--- src/verilog/fbuf_defs.svh ---
`ifndef FBUF_DEFS_SVH
`define FBUF_DEFS_SVH

// Bytes packed into one RAM word, one bank per byte lane
`define FBUF_WORD_BYTES 4

// RAM address width, the full buffer holds both halves
`define FBUF_ADDR_W 5

// Words in one half of the ping-pong buffer
`define FBUF_HALF_WORDS 16

// Longest frame a half can take
`define FBUF_MAX_BYTES 64

`endif

--- src/verilog/fbuf_pkg.sv ---
`include "fbuf_defs.svh"

package fbuf_pkg;

  // One RAM word, filled by lane in the packer and passed out whole by the drain
  typedef union packed {
    logic [`FBUF_WORD_BYTES*8-1:0]    word;
    logic [`FBUF_WORD_BYTES-1:0][7:0] bytes;
  } fbuf_word_u;

  typedef logic [`FBUF_ADDR_W-1:0] fbuf_addr_t;

  // Holds 1 to FBUF_MAX_BYTES inclusive
  typedef logic [$clog2(`FBUF_MAX_BYTES+1)-1:0] fbuf_len_t;

  typedef logic [`FBUF_WORD_BYTES-1:0] fbuf_mask_t;

endpackage

--- src/verilog/mem_2rw_sync.sv ---
module mem_2rw_sync
  #( parameter int width_p = 8
   , parameter int els_p   = 32
   )
  ( input  logic                     clk_i
  , input  logic                     rst_i

  , input  logic [width_p-1:0]       a_data_i
  , input  logic [$clog2(els_p)-1:0] a_addr_i
  , input  logic                     a_v_i
  , input  logic                     a_w_i

  , input  logic [width_p-1:0]       b_data_i
  , input  logic [$clog2(els_p)-1:0] b_addr_i
  , input  logic                     b_v_i
  , input  logic                     b_w_i

  , output logic [width_p-1:0]       a_data_o
  , output logic [width_p-1:0]       b_data_o
  );

  logic [width_p-1:0] mem [els_p];

  always_ff @(posedge clk_i)
  begin
    if (a_v_i && a_w_i)
    begin
      mem[a_addr_i] <= a_data_i;
    end
    if (b_v_i && b_w_i)
    begin
      mem[b_addr_i] <= b_data_i;
    end
  end

  // Read data appears the cycle after the request and holds until the next read
  always_ff @(posedge clk_i)
  begin
    if (a_v_i && !a_w_i)
    begin
      a_data_o <= mem[a_addr_i];
    end
    if (b_v_i && !b_w_i)
    begin
      b_data_o <= mem[b_addr_i];
    end
  end

  a_write_b_write: assert property (@(posedge clk_i) disable iff (rst_i)
    (a_v_i && a_w_i && b_v_i && b_w_i) |-> (a_addr_i != b_addr_i));

  a_write_b_read: assert property (@(posedge clk_i) disable iff (rst_i)
    (a_v_i && a_w_i && b_v_i && !b_w_i) |-> (a_addr_i != b_addr_i));

  b_write_a_read: assert property (@(posedge clk_i) disable iff (rst_i)
    (b_v_i && b_w_i && a_v_i && !a_w_i) |-> (a_addr_i != b_addr_i));

endmodule

--- src/verilog/mem_2rw_sync_mask_write_byte.sv ---
module mem_2rw_sync_mask_write_byte
  #( parameter int width_p = 32
   , parameter int els_p   = 32
   )
  ( input  logic                     clk_i
  , input  logic                     rst_i

  , input  logic [width_p-1:0]       a_data_i
  , input  logic [width_p/8-1:0]     a_w_mask_i
  , input  logic [$clog2(els_p)-1:0] a_addr_i
  , input  logic                     a_v_i
  , input  logic                     a_w_i

  , input  logic [width_p-1:0]       b_data_i
  , input  logic [width_p/8-1:0]     b_w_mask_i
  , input  logic [$clog2(els_p)-1:0] b_addr_i
  , input  logic                     b_v_i
  , input  logic                     b_w_i

  , output logic [width_p-1:0]       a_data_o
  , output logic [width_p-1:0]       b_data_o
  );

  if (width_p % 8 != 0)
  begin : g_width_check
    $error("mem_2rw_sync_mask_write_byte: width_p must be a multiple of 8");
  end

  for (genvar i = 0; i < width_p/8; i++)
  begin : g_lane
    logic a_en;
    logic b_en;

    // A masked-off write lane stays idle, so its bank and read register hold
    assign a_en = a_v_i && (!a_w_i || a_w_mask_i[i]);
    assign b_en = b_v_i && (!b_w_i || b_w_mask_i[i]);

    mem_2rw_sync
      #( .width_p (8)
       , .els_p   (els_p)
       )
      bank
      ( .clk_i    (clk_i)
      , .rst_i    (rst_i)
      , .a_data_i (a_data_i[i*8 +: 8])
      , .a_addr_i (a_addr_i)
      , .a_v_i    (a_en)
      , .a_w_i    (a_w_i)
      , .b_data_i (b_data_i[i*8 +: 8])
      , .b_addr_i (b_addr_i)
      , .b_v_i    (b_en)
      , .b_w_i    (b_w_i)
      , .a_data_o (a_data_o[i*8 +: 8])
      , .b_data_o (b_data_o[i*8 +: 8])
      );
  end

endmodule

--- src/verilog/byte_packer.sv ---
`include "fbuf_defs.svh"

module byte_packer
  ( input  logic                 clk_i
  , input  logic                 rst_i

  , input  logic                 in_v_i
  , input  logic [7:0]           in_byte_i
  , input  logic                 in_last_i

  , output logic                 ram_v_o
  , output fbuf_pkg::fbuf_addr_t ram_addr_o
  , output fbuf_pkg::fbuf_word_u ram_data_o
  , output fbuf_pkg::fbuf_mask_t ram_mask_o

  , output logic                 frame_v_o
  , output fbuf_pkg::fbuf_addr_t frame_base_o
  , output fbuf_pkg::fbuf_len_t  frame_len_o
  );

  localparam int lane_w_lp = $clog2(`FBUF_WORD_BYTES);

  logic [lane_w_lp-1:0]  lane;
  fbuf_pkg::fbuf_word_u  part;
  fbuf_pkg::fbuf_mask_t  mask_acc;
  fbuf_pkg::fbuf_addr_t  wr_addr;
  logic                  half;
  fbuf_pkg::fbuf_len_t   byte_cnt;

  logic                  done_q;
  fbuf_pkg::fbuf_addr_t  done_base;
  fbuf_pkg::fbuf_len_t   done_len;

  fbuf_pkg::fbuf_word_u  word_next;
  fbuf_pkg::fbuf_mask_t  mask_next;
  logic                  word_done;

  function automatic fbuf_pkg::fbuf_addr_t half_base(input logic h);
    half_base = h ? fbuf_pkg::fbuf_addr_t'(`FBUF_HALF_WORDS) : '0;
  endfunction

  always_comb
  begin
    word_next = part;
    word_next.bytes[lane] = in_byte_i;
    mask_next = mask_acc | fbuf_pkg::fbuf_mask_t'(1 << lane);
  end

  assign word_done = in_v_i && (in_last_i || (&lane));  // Top lane filled or frame ends

  always_ff @(posedge clk_i)
  begin
    if (rst_i)
    begin
      lane      <= '0;
      mask_acc  <= '0;
      wr_addr   <= '0;
      half      <= 1'b0;
      byte_cnt  <= '0;
      ram_v_o   <= 1'b0;
      done_q    <= 1'b0;
      frame_v_o <= 1'b0;
    end
    else
    begin
      ram_v_o   <= word_done;
      done_q    <= in_v_i && in_last_i;
      frame_v_o <= done_q;  // Announce one cycle after the final write
      if (done_q)
      begin
        frame_base_o <= done_base;
        frame_len_o  <= done_len;
      end
      if (word_done)
      begin
        ram_addr_o <= wr_addr;
        ram_data_o <= word_next;
        ram_mask_o <= mask_next;
      end
      if (in_v_i)
      begin
        byte_cnt <= byte_cnt + 1'b1;
        if (word_done)
        begin
          lane     <= '0;
          mask_acc <= '0;
          wr_addr  <= wr_addr + 1'b1;
        end
        else
        begin
          lane     <= lane + 1'b1;
          part     <= word_next;
          mask_acc <= mask_next;
        end
        if (in_last_i)
        begin
          done_base <= half_base(half);
          done_len  <= byte_cnt + 1'b1;
          half      <= ~half;  // The next frame fills the other half
          wr_addr   <= half_base(~half);
          byte_cnt  <= '0;
        end
      end
    end
  end

  // A frame must fit in one half of the buffer
  frame_fits_half: assert property (@(posedge clk_i) disable iff (rst_i)
    in_v_i |-> (byte_cnt < fbuf_pkg::fbuf_len_t'(`FBUF_MAX_BYTES)));

endmodule

--- src/verilog/frame_drain.sv ---
`include "fbuf_defs.svh"

module frame_drain
  ( input  logic                          clk_i
  , input  logic                          rst_i

  , input  logic                          frame_v_i
  , input  fbuf_pkg::fbuf_addr_t          frame_base_i
  , input  fbuf_pkg::fbuf_len_t           frame_len_i

  , output logic                          ram_v_o
  , output fbuf_pkg::fbuf_addr_t          ram_addr_o
  , input  fbuf_pkg::fbuf_word_u          ram_data_i

  , output logic                          out_v_o
  , output logic [`FBUF_WORD_BYTES*8-1:0] out_word_o
  , output fbuf_pkg::fbuf_mask_t          out_keep_o
  , output logic                          out_last_o
  );

  logic                  act_v;
  fbuf_pkg::fbuf_addr_t  act_addr;
  fbuf_pkg::fbuf_len_t   act_left;  // Words still to read, counting the current one
  fbuf_pkg::fbuf_mask_t  act_keep;

  logic                  pend_v;
  fbuf_pkg::fbuf_addr_t  pend_base;
  fbuf_pkg::fbuf_len_t   pend_left;
  fbuf_pkg::fbuf_mask_t  pend_keep;

  logic                  act_done;
  logic                  slot_free;

  function automatic fbuf_pkg::fbuf_len_t word_count(input fbuf_pkg::fbuf_len_t len);
    word_count = fbuf_pkg::fbuf_len_t'((len + `FBUF_WORD_BYTES - 1) / `FBUF_WORD_BYTES);
  endfunction

  function automatic fbuf_pkg::fbuf_mask_t last_keep(input fbuf_pkg::fbuf_len_t len);
    int rem;
    rem = len % `FBUF_WORD_BYTES;
    if (rem == 0)
      last_keep = '1;
    else
      last_keep = fbuf_pkg::fbuf_mask_t'((1 << rem) - 1);
  endfunction

  assign act_done  = act_v && (act_left == fbuf_pkg::fbuf_len_t'(1));
  assign slot_free = !act_v || act_done;

  assign ram_v_o    = act_v;
  assign ram_addr_o = act_addr;
  assign out_word_o = ram_data_i.word;  // RAM output is already registered

  always_ff @(posedge clk_i)
  begin
    if (rst_i)
    begin
      act_v      <= 1'b0;
      pend_v     <= 1'b0;
      out_v_o    <= 1'b0;
      out_last_o <= 1'b0;
    end
    else
    begin
      out_v_o    <= act_v;
      out_last_o <= act_done;
      out_keep_o <= act_done ? act_keep : '1;
      if (frame_v_i)
      begin
        pend_base <= frame_base_i;
        pend_left <= word_count(frame_len_i);
        pend_keep <= last_keep(frame_len_i);
      end
      if (slot_free && pend_v)
      begin
        // Queued frame follows straight on with no gap
        act_v    <= 1'b1;
        act_addr <= pend_base;
        act_left <= pend_left;
        act_keep <= pend_keep;
        pend_v   <= frame_v_i;
      end
      else if (slot_free && frame_v_i)
      begin
        act_v    <= 1'b1;
        act_addr <= frame_base_i;
        act_left <= word_count(frame_len_i);
        act_keep <= last_keep(frame_len_i);
      end
      else if (slot_free)
      begin
        act_v <= 1'b0;
      end
      else
      begin
        act_addr <= act_addr + 1'b1;
        act_left <= act_left - 1'b1;
        if (frame_v_i)
        begin
          pend_v <= 1'b1;
        end
      end
    end
  end

  // The packer must not announce a third frame while one is already queued
  no_pend_overrun: assert property (@(posedge clk_i) disable iff (rst_i)
    frame_v_i |-> !pend_v);

endmodule

--- src/verilog/frame_buffer_top.sv ---
`include "fbuf_defs.svh"

module frame_buffer_top
  ( input  logic                          clk_i
  , input  logic                          rst_i

  , input  logic                          in_v_i
  , input  logic [7:0]                    in_byte_i
  , input  logic                          in_last_i

  , output logic                          out_v_o
  , output logic [`FBUF_WORD_BYTES*8-1:0] out_word_o
  , output fbuf_pkg::fbuf_mask_t          out_keep_o
  , output logic                          out_last_o
  );

  logic                  ram_a_v;
  logic                  ram_a_w;
  fbuf_pkg::fbuf_addr_t  ram_a_addr;
  fbuf_pkg::fbuf_word_u  ram_a_data;
  fbuf_pkg::fbuf_mask_t  ram_a_mask;

  logic                  ram_b_v;
  logic                  ram_b_w;
  fbuf_pkg::fbuf_addr_t  ram_b_addr;
  fbuf_pkg::fbuf_word_u  ram_b_data;

  logic                  frame_v;
  fbuf_pkg::fbuf_addr_t  frame_base;
  fbuf_pkg::fbuf_len_t   frame_len;

  assign ram_a_w = 1'b1;  // Producer port only writes
  assign ram_b_w = 1'b0;  // Consumer port only reads

  byte_packer packer
    ( .clk_i        (clk_i)
    , .rst_i        (rst_i)
    , .in_v_i       (in_v_i)
    , .in_byte_i    (in_byte_i)
    , .in_last_i    (in_last_i)
    , .ram_v_o      (ram_a_v)
    , .ram_addr_o   (ram_a_addr)
    , .ram_data_o   (ram_a_data)
    , .ram_mask_o   (ram_a_mask)
    , .frame_v_o    (frame_v)
    , .frame_base_o (frame_base)
    , .frame_len_o  (frame_len)
    );

  mem_2rw_sync_mask_write_byte
    #( .width_p (`FBUF_WORD_BYTES*8)
     , .els_p   (1 << `FBUF_ADDR_W)
     )
    ram
    ( .clk_i      (clk_i)
    , .rst_i      (rst_i)
    , .a_data_i   (ram_a_data)
    , .a_w_mask_i (ram_a_mask)
    , .a_addr_i   (ram_a_addr)
    , .a_v_i      (ram_a_v)
    , .a_w_i      (ram_a_w)
    , .b_data_i   ('0)
    , .b_w_mask_i ('0)
    , .b_addr_i   (ram_b_addr)
    , .b_v_i      (ram_b_v)
    , .b_w_i      (ram_b_w)
    , .a_data_o   ()
    , .b_data_o   (ram_b_data)
    );

  frame_drain drain
    ( .clk_i        (clk_i)
    , .rst_i        (rst_i)
    , .frame_v_i    (frame_v)
    , .frame_base_i (frame_base)
    , .frame_len_i  (frame_len)
    , .ram_v_o      (ram_b_v)
    , .ram_addr_o   (ram_b_addr)
    , .ram_data_i   (ram_b_data)
    , .out_v_o      (out_v_o)
    , .out_word_o   (out_word_o)
    , .out_keep_o   (out_keep_o)
    , .out_last_o   (out_last_o)
    );

endmodule

--- config.mk ---
export PLATFORM = sky130hd
export DESIGN_NAME = frame_buffer_top
export DESIGN_NICKNAME = d
export VERILOG_FILES = /design/src/verilog/fbuf_pkg.sv /design/src/verilog/mem_2rw_sync.sv /design/src/verilog/mem_2rw_sync_mask_write_byte.sv /design/src/verilog/byte_packer.sv /design/src/verilog/frame_drain.sv /design/src/verilog/frame_buffer_top.sv
export VERILOG_INCLUDE_DIRS = /design/src /design/src/verilog
export SDC_FILE = /design/constraint.sdc
export NUM_CORES = 1
export LEC_CHECK = 0
export ABC_AREA = 1
export BUFFER_PORTS_ARGS = -buffer_cell sky130_fd_sc_hd__buf_2
export CAP_MARGIN = 20
export CELL_PAD_IN_SITES_DETAIL_PLACEMENT = 0
export CELL_PAD_IN_SITES_GLOBAL_PLACEMENT = 2
export CORE_MARGIN = 2
export CORE_UTILIZATION = 30
export DETAILED_ROUTE_END_ITERATION = 16
export PLACE_DENSITY_LB_ADDON = 0.05
export REMOVE_ABC_BUFFERS = 1
export SLEW_MARGIN = 10
export SYNTH_ARGS = -nofsm -noshare
export SYNTH_HDL_FRONTEND = slang
export SYNTH_SLANG_ARGS = --single-unit
--- constraint.sdc ---
create_clock -name clk_i -period 7.6 [get_ports clk_i]
set_clock_uncertainty 0.05 [all_clocks]
set_input_delay 0.76 -clock clk_i [delete_from_list [all_inputs] [get_ports clk_i]]
set_output_delay 0.76 -clock clk_i [all_outputs]
set_load 0.02 [all_outputs]
* Yosys cells after proc, flatten, opt, wreduce, memory -nomap -nowiden *
Memories as Yosys holds them, arrays and structs flattened. A register that Yosys moved wholly into a read port is not among the register bits.
Index checks and enable logic that the tools add are counted.

cells by class
  $lt $le $gt $ge = 2
  bitwise gates (word level) = 4
  equal/unequal tests = 4
  mux-type cells = 34
  reduce and logical (&&, ||, !) cells = 29
  shift-type cells = 2
  $add $sub $neg = 8

operator list
  cell                 count
  $mux 5               7
  $bwmux 32            1
  $logic_not 32->1     1
  $mux 7               4
  $demux 8 s2          1
  $mux 4               4
  $reduce_and 2->1     8
  $mux 1               15
  $add 5x1->5 const B  2
  $logic_and 1x1->1    10
  $reduce_and 3->1     3
  $sub 9x1->9 const B  1
  $add 7x3->8 const B  1
  $mux 8               1
  $shl 1x2->4 const A  2
  $add 7x1->7 const B  1
  $eq 7x1->1 const B   1
  $sub 7x1->7 const B  1
  $reduce_bool 2->1    3
  $or 4x4->4           1
  $sub 4x2->4 const B  1
  $lt 2x3->1 const B   1
  $ne 3x3->1 const B   1
  $not 1->1            3
  8 further kinds      9

word-level totals
  register bits = 159
  output and inout port bits = 38
  bits of input ports = 12
  memory bits (writable) = 1024
  logic and storage cells = 114
  memories = 4

memories
  name                    words  bits a word  rd ports  clocked after memory_dff  wr ports  line                RTL
  ram.g_lane[0].bank.mem  32     8            1         1                         1         mem_2rw_sync.sv:22  logic [width_p-1:0] mem [els_p];
  ram.g_lane[1].bank.mem  32     8            1         1                         1         mem_2rw_sync.sv:22
  ram.g_lane[2].bank.mem  32     8            1         1                         1         mem_2rw_sync.sv:22
  ram.g_lane[3].bank.mem  32     8            1         1                         1         mem_2rw_sync.sv:22

* Depth between registers and ports, before layout *
Gate-level depths: netlist (run 1).

  word-level depth = 6
  depth in mapped cells = 13
  mapped depth without buffers = 12

* Modules after synthesis *
Synthesis (run 1) repeated with hierarchy kept, for this count alone.

second synthesis, totals
  cells, all modules = 10316
  area total of the unflattened synthesis = 74114.8 µm²

modules (own cells, without submodules)
  module                                  instances  area an instance (µm²)  sequential area each (µm²)  cells each
  mem_2rw_sync at ram.g_lane[1].bank ...  3          16910.0                 8167.8                      2442
  mem_2rw_sync at ram.g_lane[0].bank      1          16877.4                 8167.8                      2442
  byte_packer                             1          4135.2                  3113.0                      282
  frame_drain                             1          2287.2                  1131.1                      246
  mem_2rw_sync_mask_write_byte            1          77.6                    0.0                         18
  frame_buffer_top                        1          7.5                     0.0                         2

* Worst setup path before layout (run 1) *
No wires, ideal clock.

  path kind = input to register
  start point = input port in_v_i
  end point = register packer.ram_addr_o[0] (enable)
  arrival time = 2929 ps
  stages = 3
  slack = 4180 ps
  buffers on the path = 1
  cells stage by stage = buf_2 o21ai_0 nor2_1

between the ends
  word-level cells in the longest chain between the ends = 2

ends and longest elaborated chain
  what                               line                   RTL
  start, declared                    frame_buffer_top.sv:7  , input logic in_v_i
  $logic_and 1x1->1                  byte_packer.sv:49      assign word_done = in_v_i && (in_last_i || (&lane));
  $reduce_and 2->1 (no source line)  --
  end signal, assigned               byte_packer.sv:76      ram_addr_o <= wr_addr;
  end, declared                      byte_packer.sv:12      , output fbuf_pkg::fbuf_addr_t ram_addr_o

No other way between the ends.
A chain may end at the register's enable or synchronous reset.

==> impl_metrics.yaml, run 1 <==
setup_path:
  cp-end-kind: "flop"
  r2r_setup_slack_ns: 4.17
  critPathMaxStageDelay_ns: 0.73
  path_cells: "buf_12 -> inv_8 -> buf_4 -> nand3_1 -> nand3_1 -> nand2_1 -> a21oi_1 -> nand2_1 -> nand2_1 -> inv_1"
  r2r-start: "drain.ram_addr_o[1]$_SDFFCE_PP0P_"
  reg2reg_depth: 10
  cp-startpoint: "drain.ram_addr_o[1]$_SDFFCE_PP0P_"
  cp-start-kind: "flop"
  crit_type: "flop to flop"
  crit_path_end: "ram.g_lane[3].bank.b_data_o[1]$_DFFE_PP_"
  worstPathRequired_ns: 8.06
  cpMostUsedCell: "nand2_1"
  cp.depth: 10
  crit_fanout: 87
  regToRegEndpoint: "ram.g_lane[3].bank.b_data_o[1]$_DFFE_PP_"
  cp_data_arrival_time_ns: 3.89
  worst-path-buf-inv: 4
  crit_family: "buffers and inverters"
  critPathSlowestCell: "buf_4"
layout:
  final_util: 0.3454
  drive_above_1_share: 0.07730
  seq_area_sq_um: 35840
  fillCellCount: 15960
  nets: 4169
  design_area_sq_um: 55270
  multiInputGateArea_sq_um: 11030
  area_growth_pct: 14.64
die:
  core_area_sq_um: 160000
  chipHeight_um: 404.9
  die_area_sq_um: 163900
  row_count: 147
  pin_count: 50
  initial_core_util: 0.3013
  dieWidth_um: 404.9
global_route:
  grt_use_total: 0.1857
  grt_max_degree: 170
  grt_pass1_wl_um: 219000
  overflow: 0
  antenna_found_initial: 9
  grt_pass1_vias: 29670
timing:
  worst_pin_slew_ns: 1.193
  relSlewSlack: 0.2047
  finalSetupViolCount: 0
  finalSetupTns_ns: 0
  worst_slack_ns: 4.169
  rsz0062_at_grt: "no"
  finalCritPeriodShare: 0.4514
  drv_slew: 0
  final_hold_viol_count: 0
  period_needed_ns: 3.431
  max_freq_ghz: 0.2915
cts:
  cts_resized: 0
  cts_tree: "done"
  cts_setup_buffers: 0
  cts_root_buffer: "clkbuf_16"
  hold_buffers: 0
  clockBufferDepth: 3
  cts.sinks: 1202
  numCtsBuffers: 145
  insertion_delay_ns: 0.76
  htree_levels: 4
  path_clk_slew_ns: 0.06
placement:
  finalWeightedCongestion: 0.7247
  place_worst_setup_slack_ns: 4.086
  placed_area_sq_um: 50800
  io_buffers: 49
  place_hpwl_um: 84780
hold_path:
  hold_path.class: "input port to flop"
run:
  drv_cap: 0
drt:
  drc: 0
  first_pass_iters: 6
  postRouteAntennaNets: 0
  vias_per_cell: 4.696
  vias: 29820
  drt-total-wl_um: 152400
  drt_iter0_drc: 1949
  wl_per_cell_um: 23.99
synthesis:
  ys_top_cells_by_count: "1176 x edfxtp_1, 889 x nand2_1, 747 x nor2_1"
  synthArstFlopShare: 0
  synth.largest_area_cell: "edfxtp_1"
  synth_top_cell_area_share: 0.7325
  synth_top_flop_cell: "edfxtp_1"
  yosys.cell_count.top_type: "edfxtp_1"
  ys_seq_area_frac: 0.7433
  synthTopCellsByArea: "edfxtp_1 73%, nand2_1 6.9%, nor2_1 5.8%"
  synth-edff-count: 1176
  ys_types: 30
  synthesis.yosys.warnings: 0
  postSynthAreaPerCell_sq_um: 11.77
  syn-instance-count: 4095
  netlist_area_sq_um: 48210
  ys_seq_elements: 1202
power:
  totalPowerFinal_uw: 14300
  power.density_nw_per_um2: 258.8
  max-vdd-ir-drop_mv: 0.2341
  leakagePower_uw: 0.01899
status:
  status: "completed"
-- worst min-delay path by stage --
| stage | cells past startpoint | slack (ns) | endpoint | start |
|---|---|---|---|---|
| detailed placement | 0 | 0.36 | packer.frame_len_o[0]$_DFFE_PP_ | packer.done_len[0]$_DFFE_PP_ |
| finish | 3 | 0.33 | packer.done_q$_SDFF_PP0_ | in_last_i |
| global route | 3 | 0.30 | packer.done_q$_SDFF_PP0_ | in_last_i |
| global placement | 0 | 0.36 | packer.frame_len_o[0]$_DFFE_PP_ | packer.done_len[0]$_DFFE_PP_ |
| CTS | 3 | 0.25 | packer.wr_addr[4]$_SDFFE_PP0P_ | in_last_i |
| floorplan | 0 | 0.35 | packer.frame_base_o[4]$_DFFE_PP_ | packer.done_base[4]$_DFFE_PP_ |
-- cell families after synthesis --
kind of cell,share of synthesized area
flip-flops,0.7433
adder cells (fa/ha/maj),0.003114
AND/OR/NAND/NOR,0.1720
XOR/XNOR,0.002543
other,0.00007778
AO/OA/AOI/OAI,0.05053
buffers and inverters,0.02844
-- power breakdown --
| group | leakage (uW) | switching (uW) | internal [uW] |
|---|---|---|---|
| clock network | 0.00217 | 2730 | 3880 |
| logic | 0.00601 | 313 | 90.5 |
| registers | 0.0108 | 17.6 | 7280 |
-- metal layers --
metal  vias up  share of wire  global-route usage
met5         -        0.00022                   0
met4         8          0.017             0.04366
met3       156          0.036             0.03071
met2       428           0.47              0.3011
met1     14840           0.48              0.2596
li1      14380              -                   -
-- flip-flops by register name, summed over array words and instances, names as in the netlist, 2 cells and up --
signal and count:
packer.ram_mask_o 4, drain.out_keep_o 4, packer.done_len 7, packer.part 32, ram.g_lane.bank.b_data_o 32, drain.pend_keep 3, packer.ram_data_o 32, packer.wr_addr 5
drain.ram_addr_o 5, packer.frame_len_o 7, packer.mask_acc 4, ram.g_lane.bank.mem 1024, packer.lane 2, packer.byte_cnt 7, drain.pend_left 7, drain.act_keep 4
packer.ram_addr_o 5, drain.act_left 7
-- placed cells by master, fill, tap and decap left out, types with 2 or more instances in the layout --
cell       Yosys  routed
a21oi_1       82      82
nand3b_1       2       2
clkinv_2       0      17
ha_1          12      12
inv_8          0       2
nand3_1      403     403
o21ai_1       68      68
nor3_1        10      10
buf_2        106      49
inv_6          0       4
inv_1         83      79
clkinv_1       3      37
nor2_1       747     744
clkbuf_1      76      45
xnor2_1        6       6
o21ai_0      328     328
dfxtp_1       26      25
xor2_1         8       8
nand2_1      889     889
diode_2        0       8
nor2_4         0       3
or2_2          4       4
buf_12         0       7
nand4_1        5       5
buf_4          2      78
a31oi_1        3       3
bufinv_16      0       5
edfxtp_1    1176    1176
clkbuf_16      0     155
-- stage by stage --
| step | std cells | hold WS, ns |
|---|---|---|
| floorplan | 3863 | 0.3503 |
| global placement | 6082 | 0.3569 |
| detailed placement | 6083 | 0.3598 |
| CTS | 6341 | 0.2506 |
| global route | 6342 | 0.2958 |
| finish | 6350 | 0.3260 |
-- layout make-up --
type	count	share of cell area
repair buffers	135	0.01777
inverters	88	0.006294
flip-flops and latches	1202	0.6484
multi-input cells	2573	0.1995
clock inverters	57	0.006950
diodes	8	0.0003622
clock buffers	201	0.07349
well taps	2086	0.04722
-- worst min-delay path, cell delays in order --
cell	delay, ns
buf_2	0.15
nand2_1	0.12
nor2_1	0.05
No activity file was read; power rests on OpenSTA's default activity.
==> inputs of run 2 (changes only) <==
Clock period 7.6 ns to 2.84 ns, I/O delays scaled along.
==> run 2 against run 1 <==
Against the previous run: non-clock buffer count grew 219; utilization increased by 1.3 points; sequential power grew to 2.7 times the previous value; routed wire length is 1.5% higher; clock power rose to 2.7 times the previous value; worst hold slack better by 0.042 ns; critical endpoint is now ram.g_lane[1].bank.b_data_o[2]$_DFFE_PP_; largest cell class unchanged.
==> impl_metrics.yaml, run 2 (synthesis gave the netlist of run 1 again) <==
timing:
  drv_slew: 0
  period_needed_ns: 2.612
  finalSetupTns_ns: 0
  relSlewSlack: 0.4302
  max_freq_ghz: 0.3829
  worst_slack_ns: 0.2281
  finalSetupViolCount: 0
  final_hold_viol_count: 0
  worst_pin_slew_ns: 0.8547
  finalCritPeriodShare: 0.9197
  rsz0062_at_grt: "no"
cts:
  cts_root_buffer: "clkbuf_16"
  numCtsBuffers: 145
  htree_levels: 4
  insertion_delay_ns: 0.76
  cts_tree: "done"
  clockBufferDepth: 3
  cts_setup_buffers: 0
  cts.sinks: 1202
  path_clk_slew_ns: 0.05
setup_path:
  r2r_setup_slack_ns: 0.23
  path_cells: "buf_4 -> buf_12 -> nand3_1 -> nand3_1 -> nand2_1 -> a21oi_1 -> nand2_1 -> nand2_1 -> inv_1"
  reg2reg_depth: 9
  cp-end-kind: "flop"
  crit_family: "buffers and inverters"
  worstPathRequired_ns: 3.30
  crit_type: "flop to flop"
  crit_fanout: 80
  critPathMaxStageDelay_ns: 0.52
  cp-startpoint: "drain.ram_addr_o[1]$_SDFFCE_PP0P_"
  r2r-start: "drain.ram_addr_o[1]$_SDFFCE_PP0P_"
  critPathSlowestCell: "edfxtp_1"
  worst-path-buf-inv: 3
  cp_data_arrival_time_ns: 3.08
  cpMostUsedCell: "nand2_1"
  cp-start-kind: "flop"
  regToRegEndpoint: "ram.g_lane[1].bank.b_data_o[2]$_DFFE_PP_"
global_route:
  grt_pass1_vias: 31110
  grt_use_total: 0.1895
  grt_max_degree: 88
  grt_pass1_wl_um: 224500
  overflow: 0
  antenna_found_initial: 7
layout:
  drive_above_1_share: 0.1222
  final_cell_mix: "1176 x edfxtp_1, 889 x nand2_1, 744 x nor2_1"
  nets: 4388
  seq_area_sq_um: 35840
  fillCellCount: 15860
  multiInputGateArea_sq_um: 11030
  area_growth_pct: 19.05
  final_util: 0.3587
  final_cells: 6564
  largest-register: "ram.g_lane.bank.mem"
  final_common_cell: "edfxtp_1"
  largest_reg_flops: 1024
drt:
  wl_per_cell_um: 23.56
  postRouteAntennaNets: 0
  drt_iter0_drc: 1979
  vias: 30870
  drc: 0
  vias_per_cell: 4.704
  drt-total-wl_um: 154700
  first_pass_iters: 5
placement:
  placedCellCount: 6290
  place_worst_setup_slack_ns: 0.2195
  finalWeightedCongestion: 0.7388
  io_buffers: 49
  place_hpwl_um: 91410
power:
  max-vdd-ir-drop_mv: 0.5942
  leakagePower_uw: 0.02028
  power.density_nw_per_um2: 670.9
hold_path:
  hold_path_end: "packer.frame_len_o[0]$_DFFE_PP_"
  hold_path.class: "flop to flop"
  hp-start: "packer.done_len[0]$_DFFE_PP_"
  min_path_cells: 0
die:
  dieWidth_um: 404.9
  row_count: 147
  chipHeight_um: 404.9
  die_area_sq_um: 163900
  initial_core_util: 0.3013
  core_area_sq_um: 160000
  pin_count: 50
run:
  drv_cap: 0
status:
  status: "completed"
==> run 2: metrics by stage <==
step           instance area, sq um  hold slack, ns  power [uW]
6_report                      57390          0.3679       38500
3_3_place_gp                  52770          0.3551       21100
4_1_cts                       57390          0.3468       39100
5_1_grt                       57390          0.3758       39820
2_1_floorplan                 47170          0.3031       20530
3_5_place_dp                  52770          0.3556       21090
==> run 2: layout make-up <==
class / count / share of cell area
Multi-Input combinational cell: 2573 / 0.1921
Tap cell: 2086 / 0.04548
Inverter: 88 / 0.006061
Timing Repair Buffer: 354 / 0.05367
Clock buffer: 191 / 0.07011
Sequential cell: 1202 / 0.6244
Antenna cell: 1 / 0.00004360
Clock inverter: 69 / 0.008110
==> run 2: worst max path at each step <==
stage	endpoint	depth (start not counted)
final	ram.g_lane[1].bank.b_data_o[2]$_DFFE_PP_	9
after detailed placement	ram.g_lane[1].bank.b_data_o[4]$_DFFE_PP_	9
after CTS	ram.g_lane[1].bank.b_data_o[4]$_DFFE_PP_	10
after global placement	ram.g_lane[1].bank.b_data_o[4]$_DFFE_PP_	10
after global routing	ram.g_lane[1].bank.b_data_o[4]$_DFFE_PP_	10
after floorplan	ram.g_lane[0].bank.b_data_o[0]$_DFFE_PP_	9
==> run 2: report_power, final <==
group	internal [uW]	switching [uW]	leakage [uW]	total, uW
Sequential	19500	48.0	0.0108	19500
Clock	10400	7350	0.00221	17800
Combinational	308	874	0.00726	1180
==> run 2: what timing repair did <==
| item | 4_1_cts | 5_1_grt |
|---|---|---|
| gates resized for setup | 0 | 0 |
| hold endpoints to repair | 88 | 0 |
| endpoints found under the setup margin | 0 | 0 |
| hold buffers | 13 | 0 |
==> run 2: routing by layer <==
layer | wire length, um | global-route usage | part of all wire
met1 | 73510 | 0.2641 | 0.48
met3 | 5131 | 0.02925 | 0.033
met5 | 67 | 0 | 0.00043
met4 | 3093 | 0.04772 | 0.020
met2 | 72870 | 0.3082 | 0.47
